==> config.mk <==
export PLATFORM = sky130hd
export DESIGN_NAME = debug_core
export DESIGN_NICKNAME = d
export VERILOG_FILES = /design/src/design/la_pkg.sv /design/src/design/uart_rx.sv /design/src/design/uart_tx.sv /design/src/design/bridge_rx.sv /design/src/design/bridge_tx.sv /design/src/design/la_trigger.sv /design/src/design/la_capture.sv /design/src/design/debug_core.sv
export VERILOG_INCLUDE_DIRS = /design/src /design/src/design
export SDC_FILE = /design/constraint.sdc
export NUM_CORES = 1
export LEC_CHECK = 0
export BUFFER_PORTS_ARGS = -buffer_cell sky130_fd_sc_hd__buf_2
export CAP_MARGIN = 0
export CELL_PAD_IN_SITES_DETAIL_PLACEMENT = 0
export CELL_PAD_IN_SITES_GLOBAL_PLACEMENT = 1
export CORE_MARGIN = 2
export CORE_UTILIZATION = 35
export DETAILED_ROUTE_END_ITERATION = 16
export PLACE_DENSITY = 0.63
export SKIP_CTS_REPAIR_TIMING = 1
export SYNTH_ARGS = -nofsm -noshare
export SYNTH_HDL_FRONTEND = slang
export SYNTH_SLANG_ARGS = --single-unit
==> constraint.sdc <==
create_clock -name clk -period 4.8 [get_ports clk]
set_input_delay 0.72 -clock clk [delete_from_list [all_inputs] [get_ports clk]]
set_output_delay 0.72 -clock clk [all_outputs]
set_load 0.01 [all_outputs]
==> src/design/la_macros.svh <==
`ifndef LA_MACROS_SVH
`define LA_MACROS_SVH

// serial link, clock cycles per bit
`define CLKS_PER_BAUD 66

// bus address and data width
`define BUS_WIDTH 16

// sample memory
`define SAMPLE_DEPTH 64
`define SAMPLE_ADDR_WIDTH 6

`define NUM_PROBES 7

// bus regions, upper nibble of the address
`define REGION_CTRL 4'd0
`define REGION_TRIG 4'd1
`define REGION_MEM 4'd2

`endif

==> src/design/la_pkg.sv <==
`include "la_macros.svh"

package la_pkg;

    // region/offset view of a bus address
    typedef struct packed {
        logic [3:0] region;
        logic [`BUS_WIDTH-5:0] offset;
    } bus_addr_split_t;

    // the bridge fills raw, the bus stages decode split
    typedef union packed {
        logic [`BUS_WIDTH-1:0] raw;
        bus_addr_split_t split;
    } bus_addr_u;

    typedef struct packed {
        bus_addr_u addr;
        logic [`BUS_WIDTH-1:0] data;
        logic rw;
        logic valid;
    } bus_req_t;

    typedef struct packed {
        logic [`BUS_WIDTH-1:0] data;
        logic valid;
    } bus_rsp_t;

    // valid_in sits in bit 0
    typedef struct packed {
        logic pclk_cam;
        logic tuser_out;
        logic ready_out;
        logic valid_out;
        logic newframe_in;
        logic ready_in;
        logic valid_in;
    } probe_t;

    typedef enum logic [3:0] {
        DISABLE = 4'd0,
        RISING = 4'd1,
        FALLING = 4'd2,
        CHANGING = 4'd3,
        EQ = 4'd8,
        NEQ = 4'd9
    } trig_op_e;

    typedef enum logic [1:0] {
        IDLE = 2'd0,
        ARMED = 2'd1,
        CAPTURING = 2'd2,
        CAPTURED = 2'd3
    } la_state_e;

endpackage

==> src/design/uart_rx.sv <==
`timescale 1ns/1ps
`include "la_macros.svh"

module uart_rx (
    input logic clk,
    input logic reset_i,
    input logic rx_i,
    output logic [7:0] data_o,
    output logic valid_o
);

    localparam int CW = $clog2(`CLKS_PER_BAUD * 2);
    localparam logic [3:0] ST_IDLE = 4'd0;
    localparam logic [3:0] ST_STOP = 4'd9;

    logic rx_meta;
    logic rx_sync;
    logic [3:0] state;
    logic [CW-1:0] baud_cnt;
    logic baud_zero;

    assign baud_zero = (baud_cnt == '0);

    // two-flop synchronizer, line idles high
    always_ff @(posedge clk) begin
        if (reset_i) begin
            rx_meta <= 1'b1;
            rx_sync <= 1'b1;
        end else begin
            rx_meta <= rx_i;
            rx_sync <= rx_meta;
        end
    end

    always_ff @(posedge clk) begin
        if (reset_i) begin
            state <= ST_IDLE;
            baud_cnt <= '0;
            valid_o <= 1'b0;
        end else begin
            valid_o <= 1'b0;
            if (state == ST_IDLE) begin
                // wait out the start bit plus half a bit to land mid-bit
                if (!rx_sync) begin
                    state <= 4'd1;
                    baud_cnt <= CW'(`CLKS_PER_BAUD + `CLKS_PER_BAUD / 2 - 1);
                end
            end else if (baud_zero) begin
                if (state == ST_STOP) begin
                    state <= ST_IDLE;
                    valid_o <= 1'b1;
                end else begin
                    state <= state + 4'd1;
                    baud_cnt <= CW'(`CLKS_PER_BAUD - 1);
                end
            end else begin
                baud_cnt <= baud_cnt - 1'b1;
            end
        end
    end

    // data bits arrive lsb first
    always_ff @(posedge clk) begin
        if (baud_zero && state != ST_IDLE && state != ST_STOP) begin
            data_o <= {rx_sync, data_o[7:1]};
        end
    end

endmodule

==> src/design/uart_tx.sv <==
`timescale 1ns/1ps
`include "la_macros.svh"

module uart_tx (
    input logic clk,
    input logic reset_i,
    input logic [7:0] data_i,
    input logic start_i,
    output logic done_o,
    output logic tx_o
);

    localparam int CW = $clog2(`CLKS_PER_BAUD);

    logic busy;
    logic [CW-1:0] baud_cnt;
    logic [8:0] buffer;
    logic [3:0] bit_index;

    always_ff @(posedge clk) begin
        if (reset_i) begin
            busy <= 1'b0;
            baud_cnt <= '0;
            bit_index <= '0;
            done_o <= 1'b0;
            tx_o <= 1'b1;
        end else if (!busy) begin
            done_o <= 1'b0;
            tx_o <= 1'b1;
            if (start_i) begin
                busy <= 1'b1;
                buffer <= {1'b1, data_i};
                bit_index <= '0;
                baud_cnt <= CW'(`CLKS_PER_BAUD - 1);
                tx_o <= 1'b0;
            end
        end else begin
            baud_cnt <= baud_cnt - 1'b1;
            // done lands one cycle early so the next byte is ready at the frame end
            done_o <= (baud_cnt == CW'(2)) && (bit_index == 4'd9);
            if (baud_cnt == '0) begin
                baud_cnt <= CW'(`CLKS_PER_BAUD - 1);
                if (bit_index < 4'd9) begin
                    // eight data bits then the stop bit from buffer[8]
                    tx_o <= buffer[bit_index];
                    bit_index <= bit_index + 4'd1;
                end else if (start_i) begin
                    // back-to-back frame, no idle gap
                    buffer <= {1'b1, data_i};
                    bit_index <= '0;
                    tx_o <= 1'b0;
                end else begin
                    busy <= 1'b0;
                end
            end
        end
    end

endmodule

==> src/design/bridge_rx.sv <==
`timescale 1ns/1ps
`include "la_macros.svh"

module bridge_rx (
    input logic clk,
    input logic reset_i,
    input logic [7:0] data_i,
    input logic valid_i,
    output la_pkg::bus_req_t req_o
);

    typedef enum logic [1:0] {
        RX_IDLE,
        RX_READ,
        RX_WRITE
    } rx_state_e;

    rx_state_e state;
    logic [3:0] byte_num;
    // address and data nibbles, shifted in as they arrive
    logic [2*`BUS_WIDTH-1:0] digits;
    logic is_term;

    // uppercase only, lowercase is rejected
    function automatic logic is_hex(input logic [7:0] c);
        return (c >= "0" && c <= "9") || (c >= "A" && c <= "F");
    endfunction

    function automatic logic [3:0] hex_val(input logic [7:0] c);
        if (c <= "9") begin
            return 4'(c - "0");
        end
        return 4'(c - "A" + 8'd10);
    endfunction

    assign is_term = (data_i == 8'h0D) || (data_i == 8'h0A);

    always_ff @(posedge clk) begin
        if (reset_i) begin
            state <= RX_IDLE;
            byte_num <= '0;
            req_o.valid <= 1'b0;
        end else begin
            req_o.valid <= 1'b0;
            if (valid_i) begin
                if (state == RX_IDLE) begin
                    byte_num <= '0;
                    if (data_i == "R") state <= RX_READ;
                    if (data_i == "W") state <= RX_WRITE;
                end else if ((state == RX_READ && byte_num == 4'd4) ||
                             (state == RX_WRITE && byte_num == 4'd8)) begin
                    state <= RX_IDLE;
                    if (is_term) begin
                        req_o.valid <= 1'b1;
                        req_o.rw <= (state == RX_WRITE);
                        if (state == RX_WRITE) begin
                            req_o.addr.raw <= digits[2*`BUS_WIDTH-1:`BUS_WIDTH];
                            req_o.data <= digits[`BUS_WIDTH-1:0];
                        end else begin
                            req_o.addr.raw <= digits[`BUS_WIDTH-1:0];
                            req_o.data <= '0;
                        end
                    end
                end else if (is_hex(data_i)) begin
                    digits <= {digits[2*`BUS_WIDTH-5:0], hex_val(data_i)};
                    byte_num <= byte_num + 4'd1;
                end else begin
                    state <= RX_IDLE;
                end
            end
        end
    end

endmodule

==> src/design/bridge_tx.sv <==
`timescale 1ns/1ps

module bridge_tx (
    input logic clk,
    input logic reset_i,
    input la_pkg::bus_rsp_t rsp_i,
    output logic [7:0] data_o,
    output logic start_o,
    input logic done_i
);

    logic busy;
    logic [15:0] buffer;
    logic [2:0] count;

    function automatic logic [7:0] to_hex(input logic [3:0] n);
        return (n < 4'd10) ? (8'h30 + 8'(n)) : (8'h37 + 8'(n));
    endfunction

    assign start_o = busy;

    always_ff @(posedge clk) begin
        if (reset_i) begin
            busy <= 1'b0;
            count <= '0;
        end else if (!busy) begin
            // responses that come in while a reply is in flight are lost
            if (rsp_i.valid) begin
                busy <= 1'b1;
                buffer <= rsp_i.data;
                count <= '0;
            end
        end else if (done_i) begin
            if (count == 3'd6) begin
                busy <= 1'b0;
                count <= '0;
            end else begin
                count <= count + 3'd1;
            end
        end
    end

    // reply line: D, four digits, CR, LF
    always_comb begin
        case (count)
            3'd0: data_o = "D";
            3'd1: data_o = to_hex(buffer[15:12]);
            3'd2: data_o = to_hex(buffer[11:8]);
            3'd3: data_o = to_hex(buffer[7:4]);
            3'd4: data_o = to_hex(buffer[3:0]);
            3'd5: data_o = 8'h0D;
            default: data_o = 8'h0A;
        endcase
    end

endmodule

==> src/design/la_trigger.sv <==
`timescale 1ns/1ps
`include "la_macros.svh"

module la_trigger (
    input logic clk,
    input logic reset_i,
    input la_pkg::bus_req_t req_i,
    output la_pkg::bus_req_t req_o,
    input la_pkg::probe_t probes_i,
    output la_pkg::probe_t probes_o,
    output logic trig_o
);

    localparam int IW = $clog2(`NUM_PROBES);

    la_pkg::trig_op_e op_q [`NUM_PROBES];
    logic [`NUM_PROBES-1:0] arg_q;
    logic [`NUM_PROBES-1:0] cur;
    logic [`NUM_PROBES-1:0] prev;
    logic [`NUM_PROBES-1:0] hit;
    logic [IW-1:0] sel;
    logic reg_hit;

    // offset 2k is the op of probe k, 2k+1 its argument
    assign sel = req_i.addr.split.offset[IW:1];
    assign reg_hit = req_i.valid && (req_i.addr.split.region == `REGION_TRIG) &&
                     (req_i.addr.split.offset < 2 * `NUM_PROBES);
    assign cur = probes_o;

    always_ff @(posedge clk) begin
        probes_o <= probes_i;
        prev <= cur;
    end

    always_ff @(posedge clk) begin
        if (reset_i) begin
            for (int k = 0; k < `NUM_PROBES; k++) begin
                op_q[k] <= la_pkg::DISABLE;
            end
            arg_q <= '0;
            req_o.valid <= 1'b0;
        end else begin
            req_o <= req_i;
            if (reg_hit && req_i.rw) begin
                if (req_i.addr.split.offset[0]) arg_q[sel] <= req_i.data[0];
                else op_q[sel] <= la_pkg::trig_op_e'(req_i.data[3:0]);
            end else if (reg_hit) begin
                if (req_i.addr.split.offset[0]) begin
                    req_o.data <= {{(`BUS_WIDTH-1){1'b0}}, arg_q[sel]};
                end else begin
                    req_o.data <= {{(`BUS_WIDTH-4){1'b0}}, op_q[sel]};
                end
            end
        end
    end

    always_comb begin
        for (int k = 0; k < `NUM_PROBES; k++) begin
            case (op_q[k])
                la_pkg::RISING: hit[k] = cur[k] & ~prev[k];
                la_pkg::FALLING: hit[k] = ~cur[k] & prev[k];
                la_pkg::CHANGING: hit[k] = cur[k] ^ prev[k];
                la_pkg::EQ: hit[k] = (cur[k] == arg_q[k]);
                la_pkg::NEQ: hit[k] = (cur[k] != arg_q[k]);
                default: hit[k] = 1'b0;
            endcase
        end
    end

    assign trig_o = |hit;

endmodule

==> src/design/la_capture.sv <==
`timescale 1ns/1ps
`include "la_macros.svh"

module la_capture (
    input logic clk,
    input logic reset_i,
    input la_pkg::bus_req_t req_i,
    output la_pkg::bus_rsp_t rsp_o,
    input la_pkg::probe_t probes_i,
    input logic trig_i
);

    localparam int AW = `SAMPLE_ADDR_WIDTH;
    localparam logic [AW-1:0] LAST_IDX = AW'(`SAMPLE_DEPTH - 1);

    la_pkg::la_state_e state_q;
    logic [AW-1:0] wr_ptr;
    la_pkg::probe_t mem [`SAMPLE_DEPTH];
    la_pkg::probe_t mem_rdata_q;
    logic mem_we;
    logic [AW-1:0] mem_waddr;
    logic ctrl_wr;
    logic ctrl_rd;
    logic mem_rd;
    logic rd_valid_q;
    logic rd_mem_q;
    logic [`BUS_WIDTH-1:0] rd_data_q;

    assign ctrl_wr = req_i.valid && req_i.rw && (req_i.addr.split.region == `REGION_CTRL) &&
                     (req_i.addr.split.offset == 12'd1);
    assign ctrl_rd = (req_i.addr.split.region == `REGION_CTRL);
    assign mem_rd = (req_i.addr.split.region == `REGION_MEM) &&
                    (req_i.addr.split.offset < `SAMPLE_DEPTH);

    always_ff @(posedge clk) begin
        if (reset_i) begin
            state_q <= la_pkg::IDLE;
            wr_ptr <= '0;
        end else begin
            case (state_q)
                la_pkg::ARMED: begin
                    // sample 0 is written in the trigger cycle itself
                    if (trig_i) begin
                        state_q <= la_pkg::CAPTURING;
                        wr_ptr <= AW'(1);
                    end
                end
                la_pkg::CAPTURING: begin
                    wr_ptr <= wr_ptr + 1'b1;
                    if (wr_ptr == LAST_IDX) state_q <= la_pkg::CAPTURED;
                end
                default: wr_ptr <= '0;
            endcase
            // arm only from idle, a zero stops from anywhere
            if (ctrl_wr && req_i.data == 16'd1 && state_q == la_pkg::IDLE) begin
                state_q <= la_pkg::ARMED;
            end
            if (ctrl_wr && req_i.data == 16'd0) state_q <= la_pkg::IDLE;
        end
    end

    assign mem_we = (state_q == la_pkg::ARMED && trig_i) || (state_q == la_pkg::CAPTURING);
    assign mem_waddr = (state_q == la_pkg::CAPTURING) ? wr_ptr : '0;

    always_ff @(posedge clk) begin
        if (mem_we) mem[mem_waddr] <= probes_i;
        mem_rdata_q <= mem[req_i.addr.split.offset[AW-1:0]];
    end

    // two stage read path, the memory read sets the latency
    always_ff @(posedge clk) begin
        if (reset_i) begin
            rd_valid_q <= 1'b0;
            rsp_o.valid <= 1'b0;
        end else begin
            rd_valid_q <= req_i.valid && !req_i.rw;
            rsp_o.valid <= rd_valid_q;
        end
        rd_mem_q <= mem_rd;
        if (ctrl_rd) begin
            rd_data_q <= (req_i.addr.split.offset == '0) ?
                         {{(`BUS_WIDTH-2){1'b0}}, state_q} : '0;
        end else begin
            rd_data_q <= req_i.data;
        end
        rsp_o.data <= rd_mem_q ? {{(`BUS_WIDTH-`NUM_PROBES){1'b0}}, mem_rdata_q} : rd_data_q;
    end

endmodule

==> src/design/debug_core.sv <==
`timescale 1ns/1ps

module debug_core (
    input logic clk,
    input logic reset_i,
    input logic rx_i,
    output logic tx_o,
    input la_pkg::probe_t probes_i
);

    logic [7:0] rx_byte;
    logic rx_valid;
    la_pkg::bus_req_t req_brx;
    la_pkg::bus_req_t req_trig;
    la_pkg::bus_rsp_t rsp_cap;
    la_pkg::probe_t probes_q;
    logic trig;
    logic [7:0] tx_byte;
    logic tx_start;
    logic tx_done;

    uart_rx i_uart_rx (.clk(clk), .reset_i(reset_i), .rx_i(rx_i),
                       .data_o(rx_byte), .valid_o(rx_valid));

    bridge_rx i_bridge_rx (.clk(clk), .reset_i(reset_i), .data_i(rx_byte),
                           .valid_i(rx_valid), .req_o(req_brx));

    // trigger registers first, then control and sample memory
    la_trigger i_la_trigger (.clk(clk), .reset_i(reset_i), .req_i(req_brx),
                             .req_o(req_trig), .probes_i(probes_i),
                             .probes_o(probes_q), .trig_o(trig));

    la_capture i_la_capture (.clk(clk), .reset_i(reset_i), .req_i(req_trig),
                             .rsp_o(rsp_cap), .probes_i(probes_q), .trig_i(trig));

    bridge_tx i_bridge_tx (.clk(clk), .reset_i(reset_i), .rsp_i(rsp_cap),
                           .data_o(tx_byte), .start_o(tx_start), .done_i(tx_done));

    uart_tx i_uart_tx (.clk(clk), .reset_i(reset_i), .data_i(tx_byte),
                       .start_i(tx_start), .done_o(tx_done), .tx_o(tx_o));

endmodule

Yosys cells after proc, flatten, opt, wreduce, memory -nomap -nowiden
Memories as Yosys holds them, arrays and structs flattened. A register that Yosys moved wholly into a read port is not among the register bits.
Cells that the tools add are included.
{"block": "word_totals", "output_inout_bits": 1, "inputBits": 10, "mem_bits_rw": 476, "mem_count": 2, "ff_bits": 236, "elab_cells": 367}
{"name": "i_la_capture.mem", "depth": 64, "word_bits": 7, "rd": 1, "rd_clocked_by_memory_dff": 1, "wr": 1, "line": "la_capture.sv:18", "text": "la_pkg::probe_t mem [`SAMPLE_DEPTH];"}
{"name": "i_la_trigger.op_q", "depth": 7, "word_bits": 4, "rd": 8, "rd_clocked_by_memory_dff": 1, "wr": 7, "line": "la_trigger.sv:16", "text": "la_pkg::trig_op_e op_q [`NUM_PROBES];"}
{"block": "op_classes", "bitwise": 42, "n_mux": 99, "reduce_logical": 61, "n_lt_le_gt_ge": 14, "n_eq_ne": 87, "n_addsub": 18}
{"op": "== test 4 bit (second input constant)", "n": 17}
{"op": "two-way mux 8 bit", "n": 8}
{"op": "== test 4 x 2 -> 1 bit (second input constant)", "n": 15}
{"op": "two-way mux 4 bit", "n": 15}
{"op": "adder 6 x 4 -> 7 bit (first input constant)", "n": 8}
{"op": "two-way mux 16 bit", "n": 3}
{"op": "case mux 8 bit (6 select lines)", "n": 1}
{"op": "two-way mux 9 bit", "n": 4}
{"op": "case mux 1 bit (5 select lines)", "n": 7}
{"op": "two-way mux 1 bit", "n": 34}
{"op": "== test 4 x 1 -> 1 bit (second input constant)", "n": 8}
{"op": "two-way mux 32 bit", "n": 1}
{"op": "two-way mux 7 bit", "n": 4}
{"op": "NOT 1 bit", "n": 21}
{"op": "logical AND 1 bit", "n": 20}
{"op": "less-than comparator 4 bit (second input constant)", "n": 5}
{"op": "two-way mux 3 bit", "n": 6}
{"op": "AND reduction 3 bit", "n": 6}
{"op": "== test 16 x 1 -> 1 bit (second input constant)", "n": 1}
{"op": "== test 8 x 4 -> 1 bit (second input constant)", "n": 2}
{"op": "== test 8 x 7 -> 1 bit (second input constant)", "n": 2}
{"op": "logical NOT 16 bit", "n": 1}
{"op": "two-way mux 2 bit", "n": 8}
{"op": "AND 1 bit", "n": 14}
{"op": "57 further kinds", "n": 110}

Depth between registers and ports, before layout
Gate-level depths: netlist of the first run.
{"block": "depth", "ltp_word": 9, "depth_mapped": 9, "mapped_depth_nobuf": 8}

Cells and area by module
Synthesis of the first run repeated with hierarchy kept, for this count alone.
{"block": "hier_totals", "hier_cells": 1835, "hier_area_um2": 29716.0}
{"mod": "la_capture", "instances": 1, "seq_area_each_um2": 14453.9, "cells_per_inst": 974, "area_each_um2": 19351.1}
{"mod": "la_trigger", "instances": 1, "seq_area_each_um2": 2352.3, "cells_per_inst": 345, "area_each_um2": 4050.1}
{"mod": "bridge_rx", "instances": 1, "seq_area_each_um2": 2092.0, "cells_per_inst": 168, "area_each_um2": 2842.7}
{"mod": "bridge_tx", "instances": 1, "seq_area_each_um2": 560.5, "cells_per_inst": 138, "area_each_um2": 1291.2}
{"mod": "uart_tx", "instances": 1, "seq_area_each_um2": 520.5, "cells_per_inst": 108, "area_each_um2": 1116.1}
{"mod": "uart_rx", "instances": 1, "seq_area_each_um2": 540.5, "cells_per_inst": 102, "area_each_um2": 1064.8}

Worst setup path after synthesis of the first run
No wires, ideal clock.
{"block": "synth_path", "path_type": "register to register", "from": "reg i_uart_rx.data_o[3]", "to": "reg i_bridge_rx.digits[0] (enable)", "synth_period_minus_slack_ps": 4472, "n_path_buf": 0, "path_slack_ps": 328, "t_arrival_ps": 4005, "stages_incl_launch_ff": 5, "path_cell_list": "edfxtp_1 or4b_4 a2111oi_2 o221ai_1 nor3b_1"}
{"block": "synth_via", "elab_chain_cells": 4}
{"element": "start, declared", "line": "uart_rx.sv:8", "text": "output logic [7:0] data_o,"}
{"element": "start signal, assigned", "line": "uart_rx.sv:65", "text": "data_o <= {rx_sync, data_o[7:1]};"}
{"element": "greater-or-equal comparator 8 x 6 -> 1 bit, or another cell as far along", "line": "bridge_rx.sv:26", "text": "return (c >= \"0\" && c <= \"9\") || (c >= \"A\" && c <= \"F\");"}
{"element": "logical AND 1 bit", "line": "bridge_rx.sv:26"}
{"element": "logical OR 1 bit *", "line": "bridge_rx.sv:26"}
{"element": "AND reduction 5 bit (no source line) *"}
{"element": "end signal, assigned", "line": "bridge_rx.sv:65", "text": "digits <= {digits[2*`BUS_WIDTH-5:0], hex_val(data_i)};"}
{"element": "end, declared", "line": "bridge_rx.sv:21", "text": "logic [2*`BUS_WIDTH-1:0] digits;"}
Mark *: on every way between the ends. The rest lies on a longest branch, timed or not.
A chain may end at the register's enable or synchronous reset.

Worst setup path after layout of the first run
{"block": "layout_path", "from": "reg i_la_trigger.probes_o[2] in the netlist's numbering", "to": "mem i_la_capture.mem[0][4] in the netlist's numbering (enable)"}
{"block": "layout_via", "elab_chain_cells": 8}
{"element": "start, declared", "line": "la_trigger.sv:10", "text": "output la_pkg::probe_t probes_o,"}
{"element": "start signal, assigned", "line": "la_trigger.sv:31", "text": "probes_o <= probes_i;"}
{"element": "NOT 1 bit", "line": "la_trigger.sv:61", "text": "la_pkg::FALLING: hit[k] = ~cur[k] & prev[k];"}
{"element": "AND 1 bit", "line": "la_trigger.sv:61"}
{"element": "case mux 1 bit (5 select lines) *", "line": "la_trigger.sv:59", "text": "case (op_q[k])"}
{"element": "OR reduction 7 bit *", "line": "la_trigger.sv:70", "text": "assign trig_o = |hit;"}
{"element": "logical AND 1 bit *", "line": "la_capture.sv:62", "text": "assign mem_we = (state_q == la_pkg::ARMED && trig_i) || (state_q == la_pkg::CAPTURING);"}
{"element": "logical OR 1 bit *", "line": "la_capture.sv:62"}
{"element": "two-way mux 1 bit *", "line": "la_capture.sv:66", "text": "if (mem_we) mem[mem_waddr] <= probes_i;"}
{"element": "two-way mux 1 bit (not written as such) *", "line": "la_capture.sv:66"}
{"element": "end, declared", "line": "la_capture.sv:18"}
Marks and branches as above.

==> results of run 1 <==
==> where the power goes <==
part           switching [W]  internal (W)
combinational       0.000261      0.000159
sequential         0.0000572       0.00685
clock                0.00246       0.00354
==> kinds of logic after synthesis <==
family / after synthesis / synth area share
compound gates: 189 / 0.0430
flops: 724 / 0.702
simple gates: 445 / 0.0776
fa+ha+maj: 41 / 0.0175
mux: 197 / 0.133
other cells: 1 / 0.000128
xor+xnor: 22 / 0.00847
buf+inv: 135 / 0.0182
==> stage by stage <==
step	hold slack, ps	utilization
floorplan	386	-
global placement	387	0.368
detailed placement	389	0.368
CTS	149	0.399
global route	175	0.399
finish	194	0.399
==> synthesized netlist by cell type (all sizes together) (22+ instances only) <==
library cell  count
a21oi            46
and2             22
clkbuf           54
dfxtp           119
edfxtp          605
ha               41
inv              60
mux2             32
mux4            150
nand2            68
nand3            30
nor2            157
nor2b            58
nor3             24
o21ai            38
==> sequential cells by signal, summed over array words and instances (netlist names), 8 cells and up, named ones only <==
register	flops
i_uart_rx.baud_cnt	8
i_la_trigger.req_o	34
i_la_capture.mem	448
i_bridge_rx.req_o	34
i_la_capture.rsp_o	17
i_la_capture.rd_data_q	16
i_uart_rx.data_o	8
i_bridge_tx.buffer	16
i_bridge_rx.digits	32
i_la_trigger.op_q	32
==> layout make-up <==
type | count | area, sq um | area share
Clock buffer | 101 | 2090 | 0.0632
Clock inverter | 40 | 484 | 0.0146
Inverter | 61 | 229 | 0.00691
Multi-Input combinational cell | 898 | 8210 | 0.248
Sequential cell | 724 | 20600 | 0.620
Tap cell | 1080 | 1350 | 0.0408
Timing Repair Buffer | 29 | 218 | 0.00657
==> metal layers <==
layer / wire [um] / up-vias / global-route usage
met1: 27400 / 7802 / 0.204
met2: 29900 / 382 / 0.235
li1: - / 6936 / -
met3: 3260 / 91 / 0.0257
met4: 1480 / 0 / 0.0450
met5: 0 / - / 0
==> path summary, 6_finish.rpt <==
kind	from	to	slack, ps	cells after the start
max	i_la_trigger.probes_o[2]$_DFF_P_	i_la_capture.mem[0][4]$_DFFE_PP_	1790	8
min	probes_i[2]	i_la_trigger.probes_o[2]$_DFF_P_	190	1
max reg2reg	i_la_trigger.probes_o[2]$_DFF_P_	i_la_capture.mem[0][4]$_DFFE_PP_	1790	8
min reg2reg	i_la_capture.rsp_o[1]$_DFF_P_	i_bridge_tx.buffer[0]$_DFFE_PP_	380	0
==> cells in the final DEF (no fill, tap or decap), types with 7 or more instances in the layout <==
master     instances
clkinv_1          12
o211ai_1           7
a22oi_1           19
and2_1            22
nor4_1             7
nand2_1           68
bufinv_16          8
nand4b_1           7
mux2_2            32
dfxtp_2            7
a211oi_1           7
mux4_2           150
nand3_1           30
nand4_1            7
dfxtp_1          112
buf_4             17
clkbuf_1          18
clkbuf_16         79
edfxtp_1         605
xnor2_1           14
nor2b_1           57
nand2b_1          10
mux2i_1           15
buf_2             10
inv_1             59
clkinv_2           7
a21oi_1           46
nor2_1           155
nor3_1            23
or3_1              7
ha_1              41
o21ai_0           33
a31oi_1           13
and3_1             9
==> results by group, run 1 <==
Outcome
  – Run status: finished clean

Synth
  – Post-synth EDFFs: 605
  – Netlist cell types: 77
  – Synth warnings: 0
  – Seq/Total Area, Yosys: 0.702
  – Leading area contributor after synthesis: edfxtp_1
  – Synth async-reset ratio: 0
  – Main synth FF type: edfxtp_1
  – Synth top area cells: edfxtp_1 (62%), mux4_2 (12%), dfxtp_1 (8.1%)
  – Post-Syn Area per Cell: 16.7 sq um
  – Synth Instances: 1,754
  – Post-synthesis register bit count: 724
  – Synth top area share: 0.621
  – Synthesized area: 0.0293 sq mm

Clock tree
  – Clk sinks: 724
  – CTS root buffer: clkbuf_16
  – TritonCTS clock tree: built
  – Reg clk slew, reported paths: 60 ps
  – Clock Path Buffers: 3
  – Num CTS Buffers: 78
  – Clock Latency Late Sink: 640 ps
  – H-tree levels: 3

Route
  – Initial DRC Count: 1,239
  – Routed WL: 62,100 um
  – Initial DRT Pass Iterations: 5
  – WL/cell: 21.2 um
  – Antenna-violating nets left: 0
  – DRC: 0
  – Via count normalized by instance count: 5.19
  – Detailed-route via count: 15,200

Timing
  – Total negative slack: 0 ps
  – Clock skew: 52.0 ps
  – Worst slew pin tran: 997 ps
  – # setup viols final: 0
  – Period minus WS final: 3010 ps
  – Max-slew violations: 0
  – Period Utilization, post-route: 0.628
  – Setup ws final: 1790 ps
  – Max Fclk: 332 MHz
  – RSZ-0062 raised after global routing: false
  – Final count of hold timing violations: 0
  – Max-Slew Margin vs Limit: 0.336

Pwr
  – Pwr Density: 402 mW/mm^2
  – Peak VDD IR: 0.264 mV
  – Pleak: 10.7 nW
  – Tot Pwr: 0.0133 W

Critical path
  – Worst endpoint required time: 5040 ps
  – Worst path arrival time: 3260 ps
  – CP max FO: 68
  – WP buf/inv: 1
  – CP Launch Type: register
  – CP delay by family, top: compound AO/OA/AOI/OAI gates
  – Setup crit end kind: register
  – Worst path max stage delay: 650 ps
  – Worst-path cell with the longest stage delay: a21oi_1
  – Worst-path cell chain: buf_4 > ha_1 > nor2b_1 > o211ai_1 > nand4_1 > or4_4 > o21ai_1 > a21oi_1
  – Crit Path Class: register to register

Floorplan
  – Initial Util: 0.352
  – Core Rows: 106
  – Die Wd: 293 um
  – Core Region: 0.0832 sq mm
  – Die Area: 0.0859 sq mm
  – Die height: 293 um
  – I/O Pins: 11

Place
  – Pre-CTS WS: 1720 ps
  – DP HPWL: 39,400 um
  – Placed Cells incl. Taps: 2,792
  – Buffers on Ports: 10
  – Dpl cell area: 0.0306 sq mm
  – Global placement routability congestion: 0.762

Global routing
  – First-pass GRT wire length: 95,700 um
  – Global route overflow: 0
  – Initial antenna violation count: 2
  – Largest net degree at the start of global routing: 114
  – Number of global-route vias before repair: 15,400
  – GRT Util Overall: 0.146

Layout
  – Fraction of layout cells with a size suffix above 1: 0.191
  – Nets: 1,843
  – Antenna cell count: 0
  – Synthesis-to-finish area growth: 13.3%
  – Final Instance Area: 0.0331 sq mm
  – Fill cells: 7,405
  – Finished Layout Cells: 2,933

Run
  – Max-cap violations: 0

Min path
  – Hold Crit Class: input pin to register
Note: power is estimated with default switching activity, not from simulation.
==> run 2: changes to the inputs <==
- ABC_AREA: not set -> 1
- PLACE_DENSITY: 0.63 -> 0.67
- clock period: 4.8 -> 2.5 ns (I/O delays scaled with it)
==> run 2 against run 1 <==
  * Sequential share of layout area decreased by 2.9 points
  * Combinational power increased by 130%
  * Non-clock buffer count increased by 126
  * Synthesized cell count increased by 49%
  * Via count increased by 31%
  * First-iteration DRC count increased by 42%
  * Clock power increased by 100%
  * Largest cell class unchanged
  * Largest power group unchanged
==> results by group, run 2 <==
Min path
  – Hold Crit Class: input pin to register
  – Hold depth: 3

Route
  – Initial DRC Count: 1,761
  – Via count normalized by instance count: 5.04
  – Detailed-route via count: 19,900
  – Antenna-violating nets left: 0
  – WL/cell: 19.0 um
  – Initial DRT Pass Iterations: 5
  – DRC: 0
  – Routed WL: 75,300 um

Floorplan
  – Die height: 296 um
  – I/O Pins: 11
  – Initial Util: 0.355
  – Die Area: 0.0875 sq mm
  – Core Rows: 106
  – Die Wd: 296 um
  – Core Region: 0.0840 sq mm

Clock tree
  – TritonCTS clock tree: built
  – H-tree levels: 3
  – Num CTS Buffers: 77
  – Clock Path Buffers: 3
  – Clock Latency Late Sink: 620 ps
  – Clk sinks: 724
  – CTS root buffer: clkbuf_16
  – Reg clk slew, reported paths: 60 ps

Synth
  – Seq/Total Area, Yosys: 0.690
  – Synthesized area: 0.0298 sq mm
  – Synth Instances: 2,620
  – Post-synth EDFFs: 605
  – Post-synthesis register bit count: 724
  – Main synth FF type: edfxtp_1
  – Synth async-reset ratio: 0
  – Synth top area share: 0.610
  – Post-Syn Area per Cell: 11.4 sq um
  – Synth top cells by count: edfxtp_1 (605), nand2_1 (389), nor2_1 (362)
  – Leading area contributor after synthesis: edfxtp_1
  – Synth warnings: 0
  – Netlist cell types: 52
  – Synth top area cells: edfxtp_1 (61%), dfxtp_1 (8.0%), nand2_1 (4.9%)
  – Most frequent cell after synthesis: edfxtp_1

Critical path
  – CP Launch Type: register
  – Setup crit end kind: register
  – Crit path capture: i_la_capture.mem[0][6]$_DFFE_PP_
  – FF-to-FF setup slack: 210 ps
  – CP max FO: 7
  – Worst path arrival time: 2610 ps
  – Worst endpoint required time: 2830 ps
  – FF-to-FF End: i_la_capture.mem[0][6]$_DFFE_PP_
  – Crit. Startpoint: i_la_trigger.prev[6]$_DFF_P_
  – Crit Path Class: register to register
  – Reg-to-reg startpoint: i_la_trigger.prev[6]$_DFF_P_
  – R2r worst-path depth: 16

Timing
  – Max Fclk: 437 MHz
  – RSZ-0062 raised after global routing: false
  – Period minus WS final: 2290 ps
  – Final count of hold timing violations: 0
  – Max-Slew Margin vs Limit: 0.203
  – Max-slew violations: 0
  – Worst hold slack: 248 ps
  – Period Utilization, post-route: 0.915
  – Total negative slack: 0 ps
  – Worst slew pin tran: 1190 ps
  – # setup viols final: 0
  – Clock skew: 38.5 ps

Place
  – DP HPWL: 48,200 um
  – Global placement routability congestion: 0.836
  – Buffers on Ports: 10

Layout
  – Utilization after layout: 0.414
  – Largest Register: i_la_capture.mem
  – Nets: 2,805
  – Max reg flops: 448
  – Synthesis-to-finish area growth: 16.8%
  – Largest registers: i_la_capture.mem: 448 flops, i_bridge_rx.req_o: 34 flops, i_la_trigger.req_o: 34 flops
  – Antenna cell count: 0
  – Commonest non-fill, non-tap cells in the layout: edfxtp_1 (605), nand2_1 (389), nor2_1 (361)
  – Fraction of layout cells with a size suffix above 1: 0.115
  – Fill cells: 7,853
  – Commonest non-fill, non-tap cell in the layout: edfxtp_1

Pwr
  – Pwr Density: 755 mW/mm^2
  – Peak VDD IR: 0.435 mV
  – Tot Pwr: 0.0263 W
  – Pleak: 12.5 nW

Global routing
  – GRT Util Overall: 0.174
  – Number of global-route vias before repair: 20,000
  – Initial antenna violation count: 0
  – First-pass GRT wire length: 117,000 um
  – Largest net degree at the start of global routing: 99
  – Global route overflow: 0

Outcome
  – Run status: finished clean

Run
  – Max-cap violations: 0
-- run 2: layout make-up --
| class | instances | area (sq um) | area share |
|---|---|---|---|
| Sequential cell | 724 | 20600 | 0.591 |
| Clock inverter | 33 | 470 | 0.0135 |
| Clock buffer | 110 | 2250 | 0.0646 |
| Multi-Input combinational cell | 1563 | 7900 | 0.227 |
| Timing Repair Buffer | 155 | 1320 | 0.0380 |
| Inverter | 233 | 876 | 0.0252 |
| Tap cell | 1134 | 1420 | 0.0408 |
-- run 2: where the power goes --
part	switching (W)	leakage [nW]	total, W	internal [W]
Sequential	0.0000814	6.50	0.0132	0.0132
Combinational	0.000690	4.64	0.000967	0.000277
Clock	0.00472	1.33	0.0121	0.00734
Total	0.00549	12.5	0.0263	0.0208
-- run 2: how the worst min path moves through the flow --
stage | end | slack, ps | startpoint
after floorplan | i_bridge_tx.buffer[0]$_DFFE_PP_ | 390 | i_la_capture.rsp_o[1]$_DFF_P_
after global placement | i_la_trigger.prev[0]$_DFF_P_ | 370 | i_la_trigger.probes_o[0]$_DFF_P_
after detailed placement | i_la_trigger.prev[0]$_DFF_P_ | 380 | i_la_trigger.probes_o[0]$_DFF_P_
after CTS | i_la_trigger.probes_o[6]$_DFF_P_ | -170 | probes_i[6]
after global routing | i_bridge_rx.state[1]$_SDFFE_PP0P_ | 260 | reset_i
final | i_bridge_rx.byte_num[2]$_SDFFE_PP0P_ | 250 | reset_i
-- run 2: cells by family after synthesis --
group | synth area share
XOR/XNOR | 0.00265
adder cells (fa/ha/maj) | 0.0172
flip-flops | 0.690
multiplexers | 0.00265
buffers and inverters | 0.0458
AND/OR/NAND/NOR | 0.139
other | 0.000126
AO/OA/AOI/OAI | 0.103
-- run 2: per-layer routing --
layer  global-route usage  share of wire
met5                    0              0
met4               0.0492          0.020
met3               0.0250          0.054
met2                0.290           0.48
met1                0.237           0.45
-- run 2: stage by stage --
step | setup slack, ps | cells | instance area, sq um
CTS | 215 | 3944 | 34700
global route | 42.9 | 3952 | 34800
detailed placement | 245 | 3801 | 32000
floorplan | 62.3 | 2623 | 29800
finish | 212 | 3952 | 34800
global placement | 279 | 3801 | 32000
-- run 2: worst max-delay path, cell delays in order (launching register included) --
cell     delay [ps]
dfxtp_1         340
inv_1            50
ha_1            280
nand2_1          70
nand2_1          40
nand2_1          50
nand2_1          50
nor2_1          100
nand2_1          70
nand2_1          90
nor2_1           80
nand2_1          90
inv_1            40
nand2_1          50
nand3_1         230
nor2_1          170
buf_4           180
